<file path="src/common/cpu_consts.svh">
`ifndef CPU_CONSTS_SVH
`define CPU_CONSTS_SVH

// ---------------------------------------------------------------------------
// Data path geometry
// ---------------------------------------------------------------------------

// Data and address width
`define XLEN 32

// Architectural registers x0 to x31
`define NUM_REGS 32
`define REG_IDX_W 5

// ---------------------------------------------------------------------------
// Fetch
// ---------------------------------------------------------------------------

// One word per instruction
`define PC_STEP 4

// addi x0, x0, 0
`define NOP_INSN 32'h0000_0013

`endif

</file>
<file path="src/common/isaPkg.sv">
`default_nettype none
`include "cpu_consts.svh"

package isaPkg;

    // Basic data types
    typedef logic [`XLEN-1:0]      word_t;    // Data or address
    typedef logic [`REG_IDX_W-1:0] regIdx_t;  // Register index

    // Major opcodes kept from RV32I
    typedef enum logic [6:0] {
        opLoad  = 7'b0000011,  // LW
        opImm   = 7'b0010011,  // ADDI and friends
        opStore = 7'b0100011,  // SW
        opReg   = 7'b0110011   // R-type ALU
    } opcode_t;

    // ALU operations
    // Encoded as {insn[30], funct3} where that makes sense
    typedef enum logic [3:0] {
        aluAdd  = 4'b0000,
        aluSll  = 4'b0001,
        aluSlt  = 4'b0010,  // Signed compare
        aluSltu = 4'b0011,  // Unsigned compare
        aluXor  = 4'b0100,
        aluSrl  = 4'b0101,
        aluOr   = 4'b0110,
        aluAnd  = 4'b0111,
        aluSub  = 4'b1000,
        aluSra  = 4'b1101
    } aluOp_t;

endpackage

`default_nettype wire

</file>
<file path="src/common/pipePkg.sv">
`default_nettype none

package pipePkg;

    // Source of an execute-stage operand
    typedef enum logic [1:0] {
        fwdNone = 2'b00,  // Register file value from decode
        fwdWb   = 2'b01,  // Write-back value
        fwdMem  = 2'b10   // ALU result sitting in memory stage
    } fwdSel_t;

endpackage

`default_nettype wire

</file>
<file path="src/execute/alu.sv">
`default_nettype none

module alu (
    input  isaPkg::word_t  a,
    input  isaPkg::word_t  b,
    input  logic [4:0]     shamt,
    input  isaPkg::aluOp_t op,
    output isaPkg::word_t  result
);
    import isaPkg::*;

    logic ltSigned;
    logic ltUnsigned;

    // Compare results for SLT and SLTU
    assign ltSigned   = $signed(a) < $signed(b);
    assign ltUnsigned = a < b;

    always_comb begin
        case (op)
            // Arithmetic
            aluAdd:  result = a + b;
            aluSub:  result = a - b;

            // Compares give 0 or 1
            aluSlt:  result = word_t'(ltSigned);
            aluSltu: result = word_t'(ltUnsigned);

            // Shifts by five-bit amount
            aluSll:  result = a << shamt;
            aluSrl:  result = a >> shamt;
            aluSra:  result = $unsigned($signed(a) >>> shamt);  // Sign fill

            // Logic
            aluXor:  result = a ^ b;
            aluOr:   result = a | b;
            aluAnd:  result = a & b;
            default: result = '0;
        endcase
    end

endmodule

`default_nettype wire

</file>
<file path="src/execute/executeStage.sv">
`default_nettype none

module executeStage (
    input  logic             clk,
    input  logic             rst_n,
    input  isaPkg::regIdx_t  exRd,
    input  logic             exRegWrite,
    input  logic             exMemRead,
    input  logic             exMemWrite,
    input  logic             exUseImm,
    input  isaPkg::aluOp_t   exAluOp,
    input  isaPkg::word_t    exImm,
    input  logic [4:0]       exShamt,
    input  isaPkg::word_t    exRs1Data,
    input  isaPkg::word_t    exRs2Data,
    input  pipePkg::fwdSel_t fwdA,
    input  pipePkg::fwdSel_t fwdB,
    input  isaPkg::word_t    wbData,
    output isaPkg::word_t    memAluResult,
    output isaPkg::word_t    memStoreData,
    output isaPkg::regIdx_t  memRd,
    output logic             memRegWrite,
    output logic             memMemRead,
    output logic             memMemWrite
);
    import isaPkg::*;
    import pipePkg::*;

    word_t      opA;
    word_t      rs2Fwd;     // Forwarded rs2 and store data
    word_t      opB;
    logic [4:0] shamt;
    word_t      aluResult;

    function automatic word_t pickOperand(input fwdSel_t sel, input word_t regVal,
                                          input word_t memVal, input word_t wbVal);
        case (sel)
            fwdMem:  return memVal;
            fwdWb:   return wbVal;
            default: return regVal;
        endcase
    endfunction

    // ---------------------------------------------------------------------------
    // Operand select
    // ---------------------------------------------------------------------------
    assign opA    = pickOperand(fwdA, exRs1Data, memAluResult, wbData);
    assign rs2Fwd = pickOperand(fwdB, exRs2Data, memAluResult, wbData);
    assign opB    = exUseImm ? exImm : rs2Fwd;

    // Register shifts use the low bits of rs2
    assign shamt = exUseImm ? exShamt : opB[4:0];

    alu aluInst (
        .a(opA),
        .b(opB),
        .shamt(shamt),
        .op(exAluOp),
        .result(aluResult)
    );

    // ---------------------------------------------------------------------------
    // Execute to memory register
    // ---------------------------------------------------------------------------
    always_ff @(posedge clk or negedge rst_n) begin
        if (!rst_n) begin
            memRegWrite <= 1'b0;
            memMemRead  <= 1'b0;
            memMemWrite <= 1'b0;
        end else begin
            memRegWrite <= exRegWrite;
            memMemRead  <= exMemRead;
            memMemWrite <= exMemWrite;
        end
    end

    always_ff @(posedge clk) begin
        memAluResult <= aluResult;  // Also the mem-stage forward source
        memStoreData <= rs2Fwd;
        memRd        <= exRd;
    end

endmodule

`default_nettype wire

</file>
<file path="src/decode/regFile.sv">
`default_nettype none
`include "cpu_consts.svh"

module regFile (
    input  logic            clk,
    input  logic            rst_n,
    input  isaPkg::regIdx_t rs1,
    input  isaPkg::regIdx_t rs2,
    output isaPkg::word_t   rs1Data,
    output isaPkg::word_t   rs2Data,
    input  logic            wrEn,
    input  isaPkg::regIdx_t wrIdx,
    input  isaPkg::word_t   wrData
);
    import isaPkg::*;

    word_t regs [`NUM_REGS];

    // Architectural state starts at zero
    always_ff @(posedge clk or negedge rst_n) begin
        if (!rst_n) begin
            for (int i = 0; i < `NUM_REGS; i++) begin
                regs[i] <= '0;
            end
        end else if (wrEn && wrIdx != '0) begin  // x0 never written
            regs[wrIdx] <= wrData;
        end
    end

    // Write-through so decode sees this cycle's write-back
    assign rs1Data = (rs1 == '0) ? '0 : (wrEn && wrIdx == rs1) ? wrData : regs[rs1];
    assign rs2Data = (rs2 == '0) ? '0 : (wrEn && wrIdx == rs2) ? wrData : regs[rs2];

endmodule

`default_nettype wire

</file>
<file path="src/decode/decodeStage.sv">
`default_nettype none
`include "cpu_consts.svh"

module decodeStage (
    input  logic            clk,
    input  logic            rst_n,
    input  isaPkg::word_t   insn,
    input  isaPkg::word_t   insnPc,
    input  logic            stall,
    input  logic            wbRegWrite,
    input  isaPkg::regIdx_t wbRd,
    input  isaPkg::word_t   wbData,
    output isaPkg::regIdx_t rs1Id,
    output isaPkg::regIdx_t rs2Id,
    output isaPkg::regIdx_t exRs1,
    output isaPkg::regIdx_t exRs2,
    output isaPkg::regIdx_t exRd,
    output logic            exRegWrite,
    output logic            exMemRead,
    output logic            exMemWrite,
    output logic            exUseImm,
    output isaPkg::aluOp_t  exAluOp,
    output isaPkg::word_t   exImm,
    output logic [4:0]      exShamt,
    output isaPkg::word_t   exRs1Data,
    output isaPkg::word_t   exRs2Data
);
    import isaPkg::*;

    logic [2:0] funct3;
    logic [6:0] funct7;
    word_t      immI, immS;
    word_t      rs1Data, rs2Data;

    // Decoded control
    logic       regWrite, memRead, memWrite, useImm;
    aluOp_t     aluOp;
    word_t      imm;
    logic       isWord;  // funct3 of LW and SW

    function automatic aluOp_t aluFor(input logic [2:0] f3, input logic alt);
        case (f3)
            3'b000:  return alt ? aluSub : aluAdd;
            3'b001:  return aluSll;
            3'b010:  return aluSlt;
            3'b011:  return aluSltu;
            3'b100:  return aluXor;
            3'b101:  return alt ? aluSra : aluSrl;
            3'b110:  return aluOr;
            default: return aluAnd;
        endcase
    endfunction

    assign rs1Id  = insn[19:15];
    assign rs2Id  = insn[24:20];
    assign funct3 = insn[14:12];
    assign funct7 = insn[31:25];
    assign isWord = (funct3 == 3'b010);

    // Sign-extended immediates
    assign immI = {{(`XLEN-12){insn[31]}}, insn[31:20]};
    assign immS = {{(`XLEN-12){insn[31]}}, insn[31:25], insn[11:7]};

    always_comb begin
        regWrite = 1'b0;
        memRead  = 1'b0;
        memWrite = 1'b0;
        useImm   = 1'b0;
        aluOp    = aluAdd;  // Address add for LW and SW
        imm      = immI;
        case (insn[6:0])
            opImm: begin
                regWrite = 1'b1;
                useImm   = 1'b1;
                aluOp    = aluFor(funct3, funct7[5] && funct3 == 3'b101);  // Bit 30 only for SRAI
            end
            opReg: begin
                regWrite = 1'b1;
                aluOp    = aluFor(funct3, funct7[5]);
            end
            opLoad: begin
                regWrite = isWord;
                memRead  = isWord;
                useImm   = 1'b1;
            end
            opStore: begin
                memWrite = isWord;
                useImm   = 1'b1;
                imm      = immS;
            end
            default: ;  // Unknown opcode gives a bubble
        endcase
    end

    regFile regFileInst (
        .clk(clk), .rst_n(rst_n),
        .rs1(rs1Id), .rs2(rs2Id), .rs1Data(rs1Data), .rs2Data(rs2Data),
        .wrEn(wbRegWrite), .wrIdx(wbRd), .wrData(wbData)
    );

    // Control half of the decode to execute register
    // Bubble on load-use stall
    always_ff @(posedge clk or negedge rst_n) begin
        if (!rst_n) begin
            exRegWrite <= 1'b0;
            exMemRead  <= 1'b0;
            exMemWrite <= 1'b0;
        end else begin
            exRegWrite <= regWrite && !stall;
            exMemRead  <= memRead && !stall;
            exMemWrite <= memWrite && !stall;
        end
    end

    // Payload half
    always_ff @(posedge clk) begin
        exRs1     <= rs1Id;
        exRs2     <= rs2Id;
        exRd      <= insn[11:7];
        exUseImm  <= useImm;
        exAluOp   <= aluOp;
        exImm     <= imm;
        exShamt   <= insn[24:20];  // I-type shift amount
        exRs1Data <= rs1Data;
        exRs2Data <= rs2Data;
    end

endmodule

`default_nettype wire

</file>
<file path="src/rtl/hazardUnit.sv">
`default_nettype none

module hazardUnit (
    input  isaPkg::regIdx_t  rs1Id,
    input  isaPkg::regIdx_t  rs2Id,
    input  isaPkg::regIdx_t  exRd,
    input  logic             exMemRead,
    input  isaPkg::regIdx_t  exRs1,
    input  isaPkg::regIdx_t  exRs2,
    input  isaPkg::regIdx_t  memRd,
    input  logic             memRegWrite,
    input  isaPkg::regIdx_t  wbRd,
    input  logic             wbRegWrite,
    output logic             stall,
    output pipePkg::fwdSel_t fwdA,
    output pipePkg::fwdSel_t fwdB
);
    import isaPkg::*;
    import pipePkg::*;

    // Memory stage wins over write-back
    function automatic fwdSel_t pickSource(input regIdx_t rs, input regIdx_t mRd,
                                           input logic mWr, input regIdx_t wRd,
                                           input logic wWr);
        if (mWr && mRd != '0 && mRd == rs) return fwdMem;
        if (wWr && wRd != '0 && wRd == rs) return fwdWb;
        return fwdNone;
    endfunction

    assign fwdA = pickSource(exRs1, memRd, memRegWrite, wbRd, wbRegWrite);
    assign fwdB = pickSource(exRs2, memRd, memRegWrite, wbRd, wbRegWrite);

    // Load in execute feeding the instruction in decode
    assign stall = exMemRead && exRd != '0 && (exRd == rs1Id || exRd == rs2Id);

endmodule

`default_nettype wire

</file>
<file path="src/rtl/memStage.sv">
`default_nettype none

module memStage (
    input  logic            clk,
    input  logic            rst_n,
    input  isaPkg::word_t   memAluResult,
    input  isaPkg::word_t   memStoreData,
    input  isaPkg::regIdx_t memRd,
    input  logic            memRegWrite,
    input  logic            memMemRead,
    input  logic            memMemWrite,
    output isaPkg::word_t   dmemAddr,
    output isaPkg::word_t   dmemWData,
    output logic            dmemWen,
    input  isaPkg::word_t   dmemRData,
    output isaPkg::word_t   wbData,
    output isaPkg::regIdx_t wbRd,
    output logic            wbRegWrite
);
    import isaPkg::*;

    word_t wbNext;

    // Data memory port
    assign dmemAddr  = memAluResult;  // Effective address from ALU
    assign dmemWData = memStoreData;
    assign dmemWen   = memMemWrite;   // Write at the closing edge

    // Write-back select ahead of the register
    assign wbNext = memMemRead ? dmemRData : memAluResult;

    // ---------------------------------------------------------------------------
    // Memory to write-back register
    // ---------------------------------------------------------------------------
    always_ff @(posedge clk or negedge rst_n) begin
        if (!rst_n) begin
            wbRegWrite <= 1'b0;
        end else begin
            wbRegWrite <= memRegWrite;
        end
    end

    always_ff @(posedge clk) begin
        wbData <= wbNext;  // Load data or ALU result
        wbRd   <= memRd;
    end

endmodule

`default_nettype wire

</file>
<file path="src/rtl/cpuCore.sv">
`default_nettype none
`include "cpu_consts.svh"

module cpuCore (
    input  logic          clk,
    input  logic          rst_n,
    output isaPkg::word_t imemAddr,
    input  isaPkg::word_t imemInsn,
    output isaPkg::word_t dmemAddr,
    output isaPkg::word_t dmemWData,
    output logic          dmemWen,
    input  isaPkg::word_t dmemRData
);
    import isaPkg::*;
    import pipePkg::*;

    // Fetch
    word_t   pc;
    word_t   ifInsn;        // Fetch register
    word_t   ifPc;

    // Decode outputs
    regIdx_t rs1Id, rs2Id;  // Live indices for hazard check
    regIdx_t exRs1, exRs2, exRd;
    logic    exRegWrite, exMemRead, exMemWrite, exUseImm;
    aluOp_t  exAluOp;
    word_t   exImm;
    logic [4:0] exShamt;
    word_t   exRs1Data, exRs2Data;

    // Execute to memory
    word_t   memAluResult, memStoreData;
    regIdx_t memRd;
    logic    memRegWrite, memMemRead, memMemWrite;

    // Write-back
    word_t   wbData;
    regIdx_t wbRd;
    logic    wbRegWrite;

    // Hazard control
    logic    stall;
    fwdSel_t fwdA, fwdB;

    // ---------------------------------------------------------------------------
    // Fetch stage
    // ---------------------------------------------------------------------------
    always_ff @(posedge clk or negedge rst_n) begin
        if (!rst_n) begin
            pc     <= '0;
            ifInsn <= `NOP_INSN;       // Start with a harmless NOP
            ifPc   <= '0;
        end else if (!stall) begin    // Freeze on load-use
            pc     <= pc + `PC_STEP;
            ifInsn <= imemInsn;
            ifPc   <= pc;
        end
    end

    assign imemAddr = pc;  // Memory answers in the same cycle

    // ---------------------------------------------------------------------------
    // Later stages
    // ---------------------------------------------------------------------------
    decodeStage decodeInst (
        .clk(clk), .rst_n(rst_n),
        .insn(ifInsn), .insnPc(ifPc), .stall(stall),
        .wbRegWrite(wbRegWrite), .wbRd(wbRd), .wbData(wbData),
        .rs1Id(rs1Id), .rs2Id(rs2Id),
        .exRs1(exRs1), .exRs2(exRs2), .exRd(exRd),
        .exRegWrite(exRegWrite), .exMemRead(exMemRead),
        .exMemWrite(exMemWrite), .exUseImm(exUseImm),
        .exAluOp(exAluOp), .exImm(exImm), .exShamt(exShamt),
        .exRs1Data(exRs1Data), .exRs2Data(exRs2Data)
    );

    hazardUnit hazardInst (
        .rs1Id(rs1Id), .rs2Id(rs2Id), .exRd(exRd), .exMemRead(exMemRead),
        .exRs1(exRs1), .exRs2(exRs2),
        .memRd(memRd), .memRegWrite(memRegWrite),
        .wbRd(wbRd), .wbRegWrite(wbRegWrite),
        .stall(stall), .fwdA(fwdA), .fwdB(fwdB)
    );

    executeStage executeInst (
        .clk(clk), .rst_n(rst_n),
        .exRd(exRd), .exRegWrite(exRegWrite), .exMemRead(exMemRead),
        .exMemWrite(exMemWrite), .exUseImm(exUseImm), .exAluOp(exAluOp),
        .exImm(exImm), .exShamt(exShamt),
        .exRs1Data(exRs1Data), .exRs2Data(exRs2Data),
        .fwdA(fwdA), .fwdB(fwdB), .wbData(wbData),
        .memAluResult(memAluResult), .memStoreData(memStoreData), .memRd(memRd),
        .memRegWrite(memRegWrite), .memMemRead(memMemRead), .memMemWrite(memMemWrite)
    );

    memStage memInst (
        .clk(clk), .rst_n(rst_n),
        .memAluResult(memAluResult), .memStoreData(memStoreData), .memRd(memRd),
        .memRegWrite(memRegWrite), .memMemRead(memMemRead), .memMemWrite(memMemWrite),
        .dmemAddr(dmemAddr), .dmemWData(dmemWData), .dmemWen(dmemWen),
        .dmemRData(dmemRData),
        .wbData(wbData), .wbRd(wbRd), .wbRegWrite(wbRegWrite)
    );

endmodule

`default_nettype wire

</file>
<file path="config.mk">
export PLATFORM = sky130hd
export DESIGN_NAME = cpuCore
export DESIGN_NICKNAME = d
export VERILOG_FILES = /design/src/common/isaPkg.sv /design/src/common/pipePkg.sv /design/src/execute/alu.sv /design/src/execute/executeStage.sv /design/src/decode/regFile.sv /design/src/decode/decodeStage.sv /design/src/rtl/hazardUnit.sv /design/src/rtl/memStage.sv /design/src/rtl/cpuCore.sv
export VERILOG_INCLUDE_DIRS = /design/src /design/src/common
export SDC_FILE = /design/constraint.sdc
export NUM_CORES = 2
export LEC_CHECK = 0
export BUFFER_PORTS_ARGS = -buffer_cell sky130_fd_sc_hd__buf_2
export CAP_MARGIN = 25
export CORE_UTILIZATION = 55
export CTS_CLUSTER_DIAMETER = 100
export DETAILED_ROUTE_END_ITERATION = 12
export HOLD_SLACK_MARGIN = 0.08
export PLACE_DENSITY = 0.77
export SKIP_LAST_GASP = 1
export SLEW_MARGIN = 20
export SYNTH_ARGS = -nofsm -noshare
export SYNTH_HDL_FRONTEND = slang
export SYNTH_SLANG_ARGS = --single-unit
</file>
<file path="constraint.sdc">
create_clock -name clk -period 6.2 [get_ports clk]
set_input_delay 1.24 -clock clk [delete_from_list [all_inputs] [get_ports clk]]
set_output_delay 1.24 -clock clk [all_outputs]
set_load 0.01 [all_outputs]
</file>
==> results.cfg <==
[finish]
stdcell_area_sq_mm = 0.0810
drive_gt1_share_pct = 41.0
fillers = 9934
multi_input_area_sq_mm = 0.0391
regArea_sq_mm = 0.0314
most-common-layout-cells = mux2_2 (1109), dfrtp_1 (1079), mux4_2 (546)
fin_nets = 5905
syn_to_final_growth_pct = 11.0
utilization_pct = 61.6
layout.cells.non_filler = 7617
final_common_cell = mux2_2

[cts]
cts_tree = done
cts_buffer_depth = 3
root_buffer = clkbuf_16
h-tree-depth = 4
cts_buffers = 140
clkLatencyLatePin_ns = 0.80
clkTransAtPathRegs_ns = 0.06
cts-resized-gates = 0
clock-sinks = 1295
cts-hold-fix-buffers = 0
post-cts-setup-buffers = 0

[route]
drt_wl_total_microns = 270000
ant_nets = 0
wl_met3_microns = 30400
first_pass_iters = 6
vias_per_cell = 7.15
wire_per_inst_microns = 35.4
vias = 54500
drc_errors = 0
highest_layer = met5
wl_met2_microns = 117000
met1Wirelength_microns = 105000
drt_iter0_markers = 6972

[place]
gp_congestion = 1.06
portBuffers = 160
dp_cells = 7353
placed_cell_area_sq_mm = 0.0760
hpwl_microns = 178000
place_ws_ns = 0.292

[floorplanning]
die_area_sq_mm = 0.134
coreArea_sq_mm = 0.131
pin_count = 163
row_count = 133
die_width_microns = 366
start_util_pct = 55.5
die_y_microns = 366

[worst_setup_path]
arrival_ns = 6.59
startpoint_type = register
cp-end-kind = register
worstSetupPathType = register to register
critPathMaxFanout = 13
crit_required_ns = 6.86

[status]
status = finished clean

[synth]
synth_area_leaders = dfrtp_1 (37%), mux2_2 (17%), mux4_2 (17%)
syn_inst = 5778
ys_seq_area_share_pct = 43.1
synth_compound_area_share_pct = 8.45
synth_edf_count = 0
synth_top_area_share_pct = 37.4
synth_top_cell_by_area = dfrtp_1
synthAdderAreaFrac_pct = 1.72
synthSimpleGateAreaFrac_pct = 5.44
synth_xor_area_share_pct = 1.02
muxShareOfSynthArea_pct = 36.6
ys_warn_count = 0
ys_seq_elements = 1295
syn_area_sq_mm = 0.0729
ys.flop_type = dfrtp_1
synth.distinct_cells = 97
syn_area_per_cell_sq_um = 12.6
async_reset_ff_share_pct = 84.4
synth_top_family_by_area = multiplexers

[power_and_ir_drop]
p_per_area_mw_per_mm2 = 238
ir_drop_mv = 0.244
combPwrFrac_pct = 8.0
p_seq_share_pct = 45.4
total_power_mw = 19.3
pwr-share-clk_pct = 46.6
intPower_mw = 14.3
netSwitchingPower_mw = 4.94
switching_share_pct = 25.6
power.leakage_nw = 36.5

[sta]
grt_setup_unrepaired = no
max-slew-margin-rel_pct = 21.4
setup_tns_ns = 0
tightestPinTransition_ns = 1.18
max_freq_ghz = 0.169
fin_worst_skew_ns = 0.0355
setup_viol_count_final = 0
hold_violations = 0
slew_violations = 0
period_minus_slack_ns = 5.92
timing.hold.ws_ns = 0.332
setup_ws_ns = 0.276
finalCritPeriodShare_pct = 95.5

[global_route]
first_global_vias = 54400
antenna_found_initial = 13
track_usage_pct = 40.2
gr-total-overflow = 0
grt_pass1_wl_microns = 391000
grt_max_degree = 166

[worst_hold_path]
hold_path.class = register to register

[flow_run]
maxCapViolCount = 0
-- power by group through the flow --
stage | registers, mW | clock network (mW) | logic (mW)
CTS | 8.74 | 9.05 | 1.52
global route | 8.75 | 9.39 | 1.63
finish | 8.75 | 8.99 | 1.55
global placement | 8.89 | 0 | 1.51
floorplan | 8.80 | 0 | 0.875
detailed placement | 8.90 | 0 | 1.51
-- path summary, 6_finish.rpt --
| path | startpoint | to | slack, ns | depth (start not counted) |
|---|---|---|---|---|
| max reg2reg | memInst.wbRd[0] | executeInst.memAluResult[24] | 0.28 | 15 |
| min | decodeInst.exRegWrite | executeInst.memRegWrite | 0.33 | 0 |
| max | memInst.wbRd[0] | executeInst.memAluResult[24] | 0.28 | 15 |
| min in group asynchronous | rst_n | decodeInst.regFileInst.regs[16] | 0.50 | 1 |
| min reg2reg | decodeInst.exRegWrite | executeInst.memRegWrite | 0.33 | 0 |
| max in group asynchronous | rst_n | decodeInst.regFileInst.regs[793] | 4.25 | 2 |
-- critical path: stages, from the launching register on --
cell and delay, ns:
dfxtp_1 0.64, xor2_1 0.17, nor4b_2 0.66, nand3_1 0.18, a311oi_1 0.72, a21oi_1 0.20, ha_1 0.36, buf_4 0.16
a21o_1 0.19, a311oi_1 0.46, nand4_1 0.36, a31o_2 0.38, a21boi_0 0.49, o211ai_1 0.19, a2111oi_0 0.54, nand2_1 0.10
-- cell families after synthesis --
kind of cell | Yosys count
other cells | 1
xor+xnor | 85
compound gates | 924
mux | 1847
simple gates | 851
buf+inv | 676
fa+ha+maj | 99
flops | 1295
-- final cells by class --
| cell class | instances | area share (%) |
|---|---|---|
| Inverter | 99 | 0.459 |
| Tap cell | 1755 | 2.71 |
| Clock buffer | 199 | 5.14 |
| Sequential cell | 1295 | 38.8 |
| Timing Repair Buffer | 396 | 3.54 |
| Antenna cell | 4 | 0.0124 |
| Clock inverter | 61 | 0.992 |
| Multi-Input combinational cell | 3808 | 48.3 |
-- sequential cells by signal, indices dropped and copies added (netlist names), 4 cells and up --
register and count:
decodeInst.exRs1Data 32, imemAddr 30, executeInst.memRd 5, memInst.wbRd 5, decodeInst.regFileInst.regs 1024, ifInsn 32, executeInst.memStoreData 32, decodeInst.exImm 12
decodeInst.exRs2 5, decodeInst.exRd 5, memInst.wbData 32, decodeInst.exRs1 5, executeInst.memAluResult 32, decodeInst.exRs2Data 32, decodeInst.exAluOp 4
-- metal layers --
metal  GRT usage [%]  vias up
met5               0        -
met1            55.7    28300
met2            58.3     3435
met3            10.1      860
met4            21.8       12
li1                -    21900
-- synth_stat cells, types with 17 or more instances --
| cell type | number |
|---|---|
| buf_2 | 55 |
| mux2i_1 | 191 |
| dfrtp_1 | 1090 |
| ha_1 | 97 |
| a22oi_1 | 17 |
| a211oi_1 | 93 |
| o21ai_0 | 175 |
| xor2_1 | 33 |
| o211ai_1 | 55 |
| o21ai_1 | 21 |
| nor2_1 | 249 |
| nand2b_1 | 33 |
| buf_1 | 114 |
| clkbuf_1 | 393 |
| a21oi_1 | 188 |
| a21o_1 | 46 |
| a221oi_1 | 38 |
| dfxtp_1 | 202 |
| nor3_1 | 73 |
| nand3_1 | 119 |
| inv_1 | 97 |
| o22ai_1 | 51 |
| and3_1 | 25 |
| mux2_2 | 1109 |
| o221ai_1 | 31 |
| nand4_1 | 18 |
| xnor2_1 | 52 |
| a31oi_1 | 58 |
| mux4_2 | 546 |
| nand2_1 | 231 |
No activity file was read; power rests on OpenSTA's default activity.
